===== src/verilog/reg_map_pkg.sv =====
// Fixed map of eight 32-bit registers at word aligned APB byte addresses 0x00 to 0x1c
package reg_map_pkg;

  // Register bank shape
  localparam int num_regs = 8;
  localparam int addr_w   = 3;
  localparam int data_w   = 32;

  // Host bus address width
  localparam int apb_addr_w = 8;

  // Byte offset bits below the register index
  localparam int apb_byte_bits = 2;

  // Accesses at or above this byte address get pslverr
  localparam int apb_addr_limit = num_regs << apb_byte_bits;

  // Misaligned accesses also get pslverr
  // The check looks only at the byte offset bits

endpackage


===== src/verilog/spi_frame_pkg.sv =====
// Frames are mode 0 only and always carry exactly four data bytes after opcode and address
package spi_frame_pkg;

  // Opcode in byte 0 of a frame
  // Any other value makes the whole frame ignored
  typedef enum logic [7:0] {
    op_write = 8'h02,
    op_read  = 8'h03
  } spi_opcode_e;

  // Frame control FSM
  typedef enum logic [2:0] {
    st_idle,
    st_opcode,
    st_addr,
    st_data,
    st_commit,
    st_drain
  } frame_state_e;

  // Data bytes after opcode and address travel LSB first
  localparam int data_bytes = 4;
  // Counter width over the data bytes
  localparam int data_cnt_w = $clog2(data_bytes);

endpackage

===== src/verilog/spi_reg_bridge.sv =====
// SPI mode 0 with CIPO always driven plus an APB host port and a resetn that is active high
`timescale 1ns/1ns
module spi_reg_bridge (
  input  logic                               clk,
  input  logic                               resetn,
  input  logic                               sck,
  input  logic                               cs,
  input  logic                               copi,
  output logic                               cipo,
  input  logic                               psel,
  input  logic                               penable,
  input  logic                               pwrite,
  input  logic [reg_map_pkg::apb_addr_w-1:0] paddr,
  input  logic [reg_map_pkg::data_w-1:0]     pwdata,
  output logic [reg_map_pkg::data_w-1:0]     prdata,
  output logic                               pready,
  output logic                               pslverr
);

  import reg_map_pkg::*;

  // Shifter and frame control
  logic [7:0]        rx_byte;
  logic              rx_valid;
  logic              frame_start;
  logic              frame_abort;
  logic [7:0]        tx_byte;
  logic              tx_load;

  // Word assembly
  logic              byte_take;
  logic              byte_give;
  logic              word_clear;
  logic              rd_load;
  logic [data_w-1:0] word_rx;
  logic [7:0]        rd_byte;

  // Bank ports
  logic              spi_re;
  logic              spi_we;
  logic [addr_w-1:0] spi_addr;
  logic [data_w-1:0] spi_rdata;
  logic              bank_we;
  logic [addr_w-1:0] bank_addr;
  logic [data_w-1:0] bank_wdata;
  logic [data_w-1:0] bank_rdata;
  logic              bank_busy;

  spi_byte_shifter i_byte_shifter (
    .clk(clk), .resetn(resetn), .sck(sck), .cs(cs), .copi(copi), .cipo(cipo),
    .tx_byte(tx_byte), .tx_load(tx_load), .rx_byte(rx_byte), .rx_valid(rx_valid),
    .frame_start(frame_start), .frame_abort(frame_abort)
  );

  word_assembler i_word_assembler (
    .clk(clk), .resetn(resetn), .rx_byte(rx_byte), .byte_take(byte_take),
    .byte_give(byte_give), .word_clear(word_clear), .rd_load(rd_load),
    .rd_word(spi_rdata), .word_rx(word_rx), .rd_byte(rd_byte)
  );

  spi_frame_control i_frame_control (
    .clk(clk), .resetn(resetn), .rx_byte(rx_byte), .rx_valid(rx_valid),
    .frame_start(frame_start), .frame_abort(frame_abort), .spi_rdata(spi_rdata),
    .rd_byte(rd_byte), .tx_byte(tx_byte), .tx_load(tx_load), .byte_take(byte_take),
    .byte_give(byte_give), .word_clear(word_clear), .rd_load(rd_load),
    .spi_re(spi_re), .spi_we(spi_we), .spi_addr(spi_addr)
  );

  reg_bank i_reg_bank (
    .clk(clk), .resetn(resetn), .spi_we(spi_we), .spi_re(spi_re), .spi_addr(spi_addr),
    .word_rx(word_rx), .bank_we(bank_we), .bank_addr(bank_addr),
    .bank_wdata(bank_wdata), .spi_rdata(spi_rdata), .bank_rdata(bank_rdata),
    .bank_busy(bank_busy)
  );

  apb_reg_port i_apb_port (
    .clk(clk), .resetn(resetn), .psel(psel), .penable(penable), .pwrite(pwrite),
    .paddr(paddr), .pwdata(pwdata), .bank_rdata(bank_rdata), .bank_busy(bank_busy),
    .prdata(prdata), .pready(pready), .pslverr(pslverr), .bank_we(bank_we),
    .bank_addr(bank_addr), .bank_wdata(bank_wdata)
  );

endmodule


===== src/verilog/apb_reg_port.sv =====
// APB completer without pstrb or pprot and with at most one wait state per transfer
`timescale 1ns/1ns
module apb_reg_port (
  input  logic                               clk,
  input  logic                               resetn,
  input  logic                               psel,
  input  logic                               penable,
  input  logic                               pwrite,
  input  logic [reg_map_pkg::apb_addr_w-1:0] paddr,
  input  logic [reg_map_pkg::data_w-1:0]     pwdata,
  input  logic [reg_map_pkg::data_w-1:0]     bank_rdata,
  input  logic                               bank_busy,
  output logic [reg_map_pkg::data_w-1:0]     prdata,
  output logic                               pready,
  output logic                               pslverr,
  output logic                               bank_we,
  output logic [reg_map_pkg::addr_w-1:0]     bank_addr,
  output logic [reg_map_pkg::data_w-1:0]     bank_wdata
);

  import reg_map_pkg::*;

  logic access;
  logic addr_ok;
  logic waited;

  assign access  = psel & penable;
  assign addr_ok = (paddr < apb_addr_limit) && (paddr[apb_byte_bits-1:0] == '0);

  // Zero wait states unless SPI is writing in the first access cycle
  assign pready  = access & (~bank_busy | waited);
  assign pslverr = pready & ~addr_ok;

  // Bad addresses never reach the bank
  assign bank_addr  = paddr[apb_byte_bits +: addr_w];
  assign bank_we    = pready & pwrite & addr_ok;
  assign bank_wdata = pwdata;
  assign prdata     = addr_ok ? bank_rdata : '0;

  // Remembers the stretched cycle so the wait never exceeds one cycle
  always_ff @(posedge clk) begin
    if (resetn) begin
      waited <= 1'b0;
    end else begin
      waited <= access & ~pready;
    end
  end

endmodule


===== src/verilog/reg_bank.sv =====
// Eight 32-bit registers with no byte enables and SPI writes winning over APB writes
`timescale 1ns/1ns
module reg_bank (
  input  logic                           clk,
  input  logic                           resetn,
  input  logic                           spi_we,
  input  logic                           spi_re,
  input  logic [reg_map_pkg::addr_w-1:0] spi_addr,
  input  logic [reg_map_pkg::data_w-1:0] word_rx,
  input  logic                           bank_we,
  input  logic [reg_map_pkg::addr_w-1:0] bank_addr,
  input  logic [reg_map_pkg::data_w-1:0] bank_wdata,
  output logic [reg_map_pkg::data_w-1:0] spi_rdata,
  output logic [reg_map_pkg::data_w-1:0] bank_rdata,
  output logic                           bank_busy
);

  import reg_map_pkg::*;

  logic [data_w-1:0] regs [num_regs];

  // Single write port shared by both sides
  always_ff @(posedge clk) begin
    if (resetn) begin
      for (int i = 0; i < num_regs; i++) begin
        regs[i] <= '0;
      end
    end else if (spi_we) begin
      regs[spi_addr] <= word_rx;
    end else if (bank_we) begin
      regs[bank_addr] <= bank_wdata;
    end
  end

  // SPI read port, loaded only on request
  always_ff @(posedge clk) begin
    if (spi_re) begin
      spi_rdata <= regs[spi_addr];
    end
  end

  // APB read port runs every cycle
  // A same cycle SPI write is forwarded so a stretched read sees it
  always_ff @(posedge clk) begin
    if (spi_we && spi_addr == bank_addr) begin
      bank_rdata <= word_rx;
    end else begin
      bank_rdata <= regs[bank_addr];
    end
  end

  // APB must hold off while SPI owns the write port
  assign bank_busy = spi_we;

endmodule


===== src/verilog/spi_frame_control.sv =====
// Accepts opcodes 0x02 and 0x03 with addresses below 8 and drains any other frame with zeros
`timescale 1ns/1ns
module spi_frame_control (
  input  logic                           clk,
  input  logic                           resetn,
  input  logic [7:0]                     rx_byte,
  input  logic                           rx_valid,
  input  logic                           frame_start,
  input  logic                           frame_abort,
  input  logic [reg_map_pkg::data_w-1:0] spi_rdata,
  input  logic [7:0]                     rd_byte,
  output logic [7:0]                     tx_byte,
  output logic                           tx_load,
  output logic                           byte_take,
  output logic                           byte_give,
  output logic                           word_clear,
  output logic                           rd_load,
  output logic                           spi_re,
  output logic                           spi_we,
  output logic [reg_map_pkg::addr_w-1:0] spi_addr
);

  import spi_frame_pkg::*;
  import reg_map_pkg::*;

  frame_state_e          state;
  spi_opcode_e           opcode;
  logic [data_cnt_w-1:0] data_cnt;
  logic                  last_data;

  assign last_data = (data_cnt == data_cnt_w'(data_bytes - 1));

  // First read byte is taken straight off the bank port
  // Later ones come from the assembler and everything else sends zeros
  assign tx_byte = rd_load ? spi_rdata[7:0] :
                   (state == st_data && opcode == op_read) ? rd_byte : 8'h00;

  always_ff @(posedge clk) begin
    if (resetn) begin
      state      <= st_idle;
      opcode     <= op_write;
      data_cnt   <= '0;
      spi_addr   <= '0;
      tx_load    <= 1'b0;
      byte_take  <= 1'b0;
      byte_give  <= 1'b0;
      word_clear <= 1'b0;
      rd_load    <= 1'b0;
      spi_re     <= 1'b0;
      spi_we     <= 1'b0;
    end else begin
      byte_take  <= 1'b0;
      byte_give  <= 1'b0;
      word_clear <= 1'b0;
      spi_re     <= 1'b0;
      spi_we     <= 1'b0;
      // Read pipeline goes from bank read to capture and then byte into the shifter
      rd_load    <= spi_re;
      tx_load    <= spi_re | byte_give;
      if (frame_abort) begin
        // CS went high so anything unfinished is dropped
        state <= st_idle;
      end else begin
        case (state)
          st_idle: begin
            if (frame_start) begin
              state      <= st_opcode;
              word_clear <= 1'b1;
              data_cnt   <= '0;
            end
          end
          st_opcode: begin
            if (rx_valid) begin
              if (rx_byte == op_read || rx_byte == op_write) begin
                opcode <= spi_opcode_e'(rx_byte);
                state  <= st_addr;
              end else begin
                state <= st_drain;
              end
            end
          end
          st_addr: begin
            if (rx_valid) begin
              if (rx_byte >= 8'(num_regs)) begin
                state <= st_drain;
              end else begin
                spi_addr <= rx_byte[addr_w-1:0];
                spi_re   <= (opcode == op_read);
                state    <= st_data;
              end
            end
          end
          st_data: begin
            if (rx_valid) begin
              data_cnt <= data_cnt + 1'b1;
              if (opcode == op_write) begin
                byte_take <= 1'b1;
                if (last_data) begin
                  state <= st_commit;
                end
              end else if (last_data) begin
                // Trailing bytes of a read go out as zeros
                state   <= st_drain;
                tx_load <= 1'b1;
              end else begin
                byte_give <= 1'b1;
              end
            end
          end
          st_commit: begin
            spi_we <= 1'b1;
            state  <= st_drain;
          end
          st_drain: begin
            tx_load <= rx_valid;
          end
          default: begin
            state <= st_idle;
          end
        endcase
      end
    end
  end

endmodule


===== src/verilog/word_assembler.sv =====
// Holds one received word and one read word, so a frame moves exactly one 32-bit value
`timescale 1ns/1ns
module word_assembler (
  input  logic                           clk,
  input  logic                           resetn,
  input  logic [7:0]                     rx_byte,
  input  logic                           byte_take,
  input  logic                           byte_give,
  input  logic                           word_clear,
  input  logic                           rd_load,
  input  logic [reg_map_pkg::data_w-1:0] rd_word,
  output logic [reg_map_pkg::data_w-1:0] word_rx,
  output logic [7:0]                     rd_byte
);

  import reg_map_pkg::*;
  import spi_frame_pkg::*;

  logic [data_w-1:0]     rd_hold;
  logic [data_cnt_w-1:0] rd_idx;

  // Receive word
  // New bytes enter at the top so the first byte ends up lowest
  always_ff @(posedge clk) begin
    if (word_clear) begin
      word_rx <= '0;
    end else if (byte_take) begin
      word_rx <= {rx_byte, word_rx[data_w-1:8]};
    end
  end

  // Snapshot of the bank read port
  always_ff @(posedge clk) begin
    if (rd_load) begin
      rd_hold <= rd_word;
    end
  end

  // Byte select walks upward from the low byte
  always_ff @(posedge clk) begin
    if (resetn) begin
      rd_idx <= '0;
    end else if (word_clear || rd_load) begin
      rd_idx <= '0;
    end else if (byte_give) begin
      rd_idx <= rd_idx + 1'b1;
    end
  end

  assign rd_byte = rd_hold[{rd_idx, 3'b000} +: 8];

endmodule


===== src/verilog/spi_byte_shifter.sv =====
// SPI mode 0 only and SCK must stay well below clk/4 since all pins are sampled with clk
`timescale 1ns/1ns
module spi_byte_shifter (
  input  logic       clk,
  input  logic       resetn,
  input  logic       sck,
  input  logic       cs,
  input  logic       copi,
  input  logic [7:0] tx_byte,
  input  logic       tx_load,
  output logic       cipo,
  output logic [7:0] rx_byte,
  output logic       rx_valid,
  output logic       frame_start,
  output logic       frame_abort
);

  // Two sync stages plus one history bit for edge detection
  logic [2:0] sck_s;
  logic [2:0] cs_s;
  logic [1:0] copi_s;

  logic       sck_rise;
  logic       sck_fall;
  logic       cs_active;

  logic [6:0] rx_shift;
  logic [2:0] rx_cnt;
  logic [7:0] tx_shift;
  logic [7:0] tx_next;
  logic [2:0] tx_cnt;

  always_ff @(posedge clk) begin
    if (resetn) begin
      sck_s  <= '0;
      // CS idles high so no false frame start after reset
      cs_s   <= '1;
      copi_s <= '0;
    end else begin
      sck_s  <= {sck_s[1:0], sck};
      cs_s   <= {cs_s[1:0], cs};
      copi_s <= {copi_s[0], copi};
    end
  end

  assign sck_rise  = sck_s[1] & ~sck_s[2];
  assign sck_fall  = ~sck_s[1] & sck_s[2];
  assign cs_active = ~cs_s[1];

  // Single cycle pulses on CS edges
  assign frame_start = ~cs_s[1] & cs_s[2];
  assign frame_abort = cs_s[1] & ~cs_s[2];

  // Bit counter and byte strobe
  always_ff @(posedge clk) begin
    if (resetn) begin
      rx_cnt   <= '0;
      rx_valid <= 1'b0;
    end else begin
      rx_valid <= 1'b0;
      if (!cs_active) begin
        rx_cnt <= '0;
      end else if (sck_rise) begin
        rx_cnt   <= rx_cnt + 3'd1;
        rx_valid <= (rx_cnt == 3'd7);
      end
    end
  end

  // Receive data path with the MSB arriving first
  always_ff @(posedge clk) begin
    if (cs_active && sck_rise) begin
      rx_shift <= {rx_shift[5:0], copi_s[1]};
      // Whole byte held until the next one completes
      if (rx_cnt == 3'd7) begin
        rx_byte <= {rx_shift, copi_s[1]};
      end
    end
  end

  // Transmit side
  // The 8th falling edge of a byte moves tx_next into the output register
  always_ff @(posedge clk) begin
    if (resetn || !cs_active) begin
      tx_cnt   <= '0;
      tx_shift <= '0;
      tx_next  <= '0;
    end else begin
      if (tx_load) begin
        tx_next <= tx_byte;
      end
      if (sck_fall) begin
        tx_cnt <= tx_cnt + 3'd1;
        if (tx_cnt == 3'd7) begin
          tx_shift <= tx_next;
        end else begin
          tx_shift <= {tx_shift[6:0], 1'b0};
        end
      end
    end
  end

  // Driven low whenever deselected
  assign cipo = cs_active & tx_shift[7];

endmodule


===== config.mk =====
export PLATFORM = sky130hd
export DESIGN_NAME = spi_reg_bridge
export DESIGN_NICKNAME = d
export VERILOG_FILES = /design/src/verilog/reg_map_pkg.sv /design/src/verilog/spi_frame_pkg.sv /design/src/verilog/spi_reg_bridge.sv /design/src/verilog/apb_reg_port.sv /design/src/verilog/reg_bank.sv /design/src/verilog/spi_frame_control.sv /design/src/verilog/word_assembler.sv /design/src/verilog/spi_byte_shifter.sv
export SDC_FILE = /design/constraint.sdc
export NUM_CORES = 1
export LEC_CHECK = 0
export ABC_CLOCK_PERIOD_IN_PS = 5200
export BUFFER_PORTS_ARGS = -buffer_cell sky130_fd_sc_hd__buf_2
export CORE_MARGIN = 2
export CORE_UTILIZATION = 40
export CTS_BUF_LIST = sky130_fd_sc_hd__clkbuf_2 sky130_fd_sc_hd__clkbuf_4 sky130_fd_sc_hd__clkbuf_8
export CTS_CLUSTER_DIAMETER = 50
export DETAILED_ROUTE_END_ITERATION = 8
export GPL_TIMING_DRIVEN = 1
export PLACE_DENSITY = 0.67
export SLEW_MARGIN = 25
export SYNTH_ARGS = -nofsm -noshare
export SYNTH_HDL_FRONTEND = slang
export SYNTH_SLANG_ARGS = --single-unit

===== constraint.sdc =====
create_clock -name clk -period 5.2 [get_ports clk]
set_input_delay 0.78 -clock clk [delete_from_list [all_inputs] [get_ports clk]]
set_output_delay 0.78 -clock clk [all_outputs]
set_load 0.05 [all_outputs]

Word-level counts from Yosys, hierarchy flattened
Memories as Yosys holds them, arrays and structs flattened. A register that Yosys moved wholly into a read port is not among the register bits.
Cells that the tools add are included.
Storage, ports and cells
  bits in registers: 168
  bits in writable memories: 256
  input port bits: 48
  output and inout port bits: 35
  word-level logic and storage cells: 147
  memories kept: 1
Memories
  i_reg_bank.regs: depth 8, bits a word 32, rd ports 2, clocked after memory_dff 1, wr ports 8, line reg_bank.sv:20  | logic [data_w-1:0] regs [num_regs];
Cells by class
  add/sub/neg operators: 4
  order comparisons: 2
  equal/unequal tests: 18
  shift-type cells: 1
  mux-type cells: 42
  bitwise logic cells: 28
  reductions and logical operators: 25
Operator list (number)
  $mux W32: 4
  $reduce_or A32 Y1: 2
  $mux W3: 11
  $eq A8 B2 Y1 const B: 4
  $shiftx A32 B6 Y8: 1
  $mux W8: 3
  $mux W1: 19
  $pmux W3 S6: 1
  $not A1 Y1: 15
  $eq A3 B3 Y1 const B: 4
  $reduce_and A4 Y1: 3
  $and A1 B1 Y1: 11
  $reduce_or A5 Y1: 2
  $ge A8 B4 Y1 const B: 1
  $lt A8 B6 Y1 const B: 1
  $ne A2 B2 Y1 const B: 4
  $add A3 B1 Y3 const B: 2
  $eq A3 B2 Y1 const B: 2
  $reduce_and A6 Y1: 1
  $reduce_or A2 Y1: 3
  $reduce_or A3 Y1: 2
  $add A2 B1 Y2 const B: 2
  $logic_and A1 B1 Y1: 4
  $mux W2: 2
  13 further kinds: 16

Longest topological paths before layout
  word-level depth: 11
  depth in mapped cells: 7
  gate-level depth less buffers: 6

Modules after synthesis
From an unflattened synthesis, not the netlist that was laid out.
Second synthesis, totals
  cells, all modules: 1469
  area total of the unflattened synthesis: 21896.0 um^2
By module, submodules not included
  reg_bank: instances 1, cells each 986, area each 16118.0 um^2, sequential area each 9288.9 um^2
  word_assembler: instances 1, cells each 153, area each 2388.5 um^2, sequential area each 1641.6 um^2
  spi_byte_shifter: instances 1, cells each 130, area each 1679.1 um^2, sequential area each 1071.0 um^2
  spi_frame_control: instances 1, cells each 121, area each 1137.3 um^2, sequential area each 460.4 um^2
  apb_reg_port: instances 1, cells each 79, area each 573.0 um^2, sequential area each 20.0 um^2

Worst setup path after synthesis
OpenSTA, ideal clock, no wires.
  kind: input to output
  from: input port psel
  to: output port pslverr
  data arrival time: 2.863 ns
  data required time: 4.420 ns
  setup slack: 1.557 ns
  cell stages on the path: 3
  buffers on the path: 0
  cells stage by stage: nand2_1 > a21oi_1 > a21boi_0
Between the ends
  cells in the longest elaborated chain, start to end: 3
RTL lines
  start, declared: line spi_reg_bridge.sv:10  | input logic psel,
  $and A1 B1 Y1: line apb_reg_port.sv:27  | assign access = psel & penable;
  $and A1 B1 Y1: line apb_reg_port.sv:31  | assign pready = access & (~bank_busy | waited);
  net pready: line spi_reg_bridge.sv:16  | output logic pready,
  $and A1 B1 Y1: line apb_reg_port.sv:32  | assign pslverr = pready & ~addr_ok;
  end, declared: line spi_reg_bridge.sv:17  | output logic pslverr
The timed path passes the listed nets, and every way through them passes these cells.

==> metrics.csv <==
metric,value,unit
syn_inst,1500,
clkSlewWorstSetupHoldPaths,0.06,ns
slew_viol_final,0,
grt_pass1_wl,82100,um
portBuffers,82,
ys_warn_count,0,
start_util,40.4,%
p_leak,8.09,nW
fin_setup_tns,0,ns
grt_usage,20.8,%
p_int,0.00595,W
finalCritPeriodShare,62.6,%
top_layer,met4,
ctsRootBufferMaster,clkbuf_8,
core-area,0.0512,sq mm
switching_share,22.5,%
wl_met2,27300,um
met1_length,21900,um
worstPathCellList,and4bb_2 > nand4_4 > nor2_2 > a31oi_4 > buf_4 > nand2b_2,
pwr-share-seq,52.8,%
yosysSeqAreaShare,60.4,%
fin_crit,3.25,ns
post-cts-setup-buffer-count,0,
async_flop_share,0,%
vias,12875,
switchingPower,0.00172,W
crit_type,reg2reg,
insertion_delay,0.66,ns
dr_wl_met3,4450,um
fmax,307,MHz
tightest_slew,1.03,ns
final_cell_mix,"357 x nor2_1, 335 x edfxtp_1, 136 x mux4_2, 118 x dfxtp_1, 107 x nand2_1",
ant_nets,0,
rows,83,
synth_edf_count,335,
routabilityCongestion,0.790,
antenna_found_initial,3,
numClockSinks,456,
place.detailed.hpwl,34200,um
synthesis.nets,1553,
hold_class,in2reg,
avgSynthCellArea,13.8,sq um
p_comb_share,5.0,%
synth_area,0.0207,sq mm
cts_hold_buf,0,
cts_resized,0,
end_kind,flip-flop,
synth.distinct_cells,49,
ir_drop,0.219,mV
status,completed,
drc,0,
max_slew_margin,31.1,%
cts_made_buffers,75,
syn2layout_area_growth,13.1,%
clockPowerShare,42.2,%
skew,0.0369,ns
fp.dieW,231,um
grt_overflow,0,
hold_viol,0,
finalSetupViolations,0,
critPathSlowestCell,nand2b_2,
crit_fanout,33,
wire_per_inst,23.6,um
clock_path_buffers,3,
h-tree-depth,3,
final_nets,1635,
maxCapViolations,0,
fill_cells,4462,
rsz0062_at_grt,no,
powerDensity,328,mW/mm^2
routed_wl,54900,um
grt_pass1_vias,13053,
critPathLaunchType,flip-flop,
die_area,0.0535,sq mm
layout-drive-gt1-share,26.6,%
ys_seq_elements,456,
required,5.46,ns
layout_commonest_cell,nor2_1,
ys.flop_type,edfxtp_1,
finalPower,0.00767,W
grt_max_degree,55,
critPathMaxStageDelay,0.78,ns
drtIter0Drc,1450,
viasPerCell,5.54,
cts_tree,done,
io_pins,83,
arrival,3.52,ns
first_pass_iters,7,
die_h,231,um
cells in the mapped netlist, drive strengths merged (7+ instances only):
master | count | area (sq um)
edfxtp | 335 | 10100
nor3 | 7 | 35.0
clkbuf | 67 | 251
a211oi | 16 | 120
and3 | 35 | 219
and2 | 7 | 43.8
mux4 | 136 | 3060
nand2 | 107 | 402
mux2i | 108 | 1460
buf | 39 | 185
nor2 | 359 | 1350
dfxtp | 121 | 2420
nand2b | 16 | 100
a21oi | 51 | 255
nor2b | 28 | 175
worst max-delay path, delay by kind of cell, from the launching register on:
kind            cells  cell delay [ns]
flops               1             0.42
buf+inv             1             0.31
compound gates      1             0.11
simple gates        4             1.98
power by group through the flow:
stage / clock network [W] / registers, W / logic [W]
2_1_floorplan: 0 / 0.00410 / 0.000261
3_5_place_dp: 0 / 0.00413 / 0.000386
6_report: 0.00324 / 0.00405 / 0.000384
3_3_place_gp: 0 / 0.00412 / 0.000383
5_1_grt: 0.00344 / 0.00406 / 0.000408
4_1_cts: 0.00328 / 0.00405 / 0.000387
flip-flops by register name, summed over array words and instances (netlist names), 7 cells and up:
| register | count |
|---|---|
| i_reg_bank.regs | 256 |
| i_reg_bank.spi_rdata | 32 |
| i_byte_shifter.tx_shift | 8 |
| i_byte_shifter.rx_byte | 8 |
| i_word_assembler.word_rx | 32 |
| i_reg_bank.bank_rdata | 32 |
| i_frame_control.opcode | 8 |
| i_word_assembler.rd_hold | 32 |
| i_byte_shifter.tx_next | 8 |
| i_byte_shifter.rx_shift | 7 |
layout make-up:
type | count | area [sq um] | share of cell area (%)
inverter | 6 | 22.5 | 0.0963
tap | 680 | 851 | 3.64
multi-input combinational | 932 | 7840 | 33.5
clock buffer | 112 | 1370 | 5.84
clock inverter | 25 | 179 | 0.765
timing repair buffer | 111 | 631 | 2.70
antenna | 2 | 5.00 | 0.0214
sequential | 456 | 12500 | 53.4
metal layers:
layer | GRT usage [%] | up-vias
li1 | - | 5712
met1 | 27.2 | 6501
met2 | 34.5 | 579
met3 | 4.70 | 83
met4 | 6.47 | 0
met5 | 0 | -
cell families (layout without fill, tap and decap cells):
group / after synthesis / after routing / share of synthesized area (%)
simple gates: 582 / 582 / 12.2
flops: 456 / 456 / 60.4
mux: 246 / 246 / 22.0
buf+inv: 112 / 254 / 2.22
compound gates: 92 / 92 / 2.68
xor+xnor: 7 / 7 / 0.296
fa+ha+maj: 5 / 5 / 0.303
other cells: 0 / 2 / 0
path summary, 6_finish.rpt:
kind                             from                           end  slack, ns  depth (start not counted)
max reg2reg    i_frame_control.spi_we         i_reg_bank.regs[7][2]       1.95                          6
min                                cs        i_byte_shifter.cs_s[0]       0.38                          2
max            i_frame_control.spi_we         i_reg_bank.regs[7][2]       1.95                          6
min reg2reg  i_reg_bank.spi_rdata[28]  i_word_assembler.rd_hold[28]       0.41                          0
metrics by stage:
step | cell area [sq um] | utilization, % | std cells | hold slack, ns | setup slack, ns
2_1_floorplan | 20700 | - | 1500 | 0.389 | 1.56
3_3_place_gp | 21800 | 42.6 | 2185 | 0.396 | 1.46
3_5_place_dp | 21800 | 42.6 | 2185 | 0.405 | 1.40
4_1_cts | 23400 | 45.6 | 2322 | 0.368 | 1.90
5_1_grt | 23400 | 45.7 | 2322 | 0.362 | 1.83
6_report | 23400 | 45.7 | 2324 | 0.385 | 1.95
No activity file was read; power rests on OpenSTA's default activity.
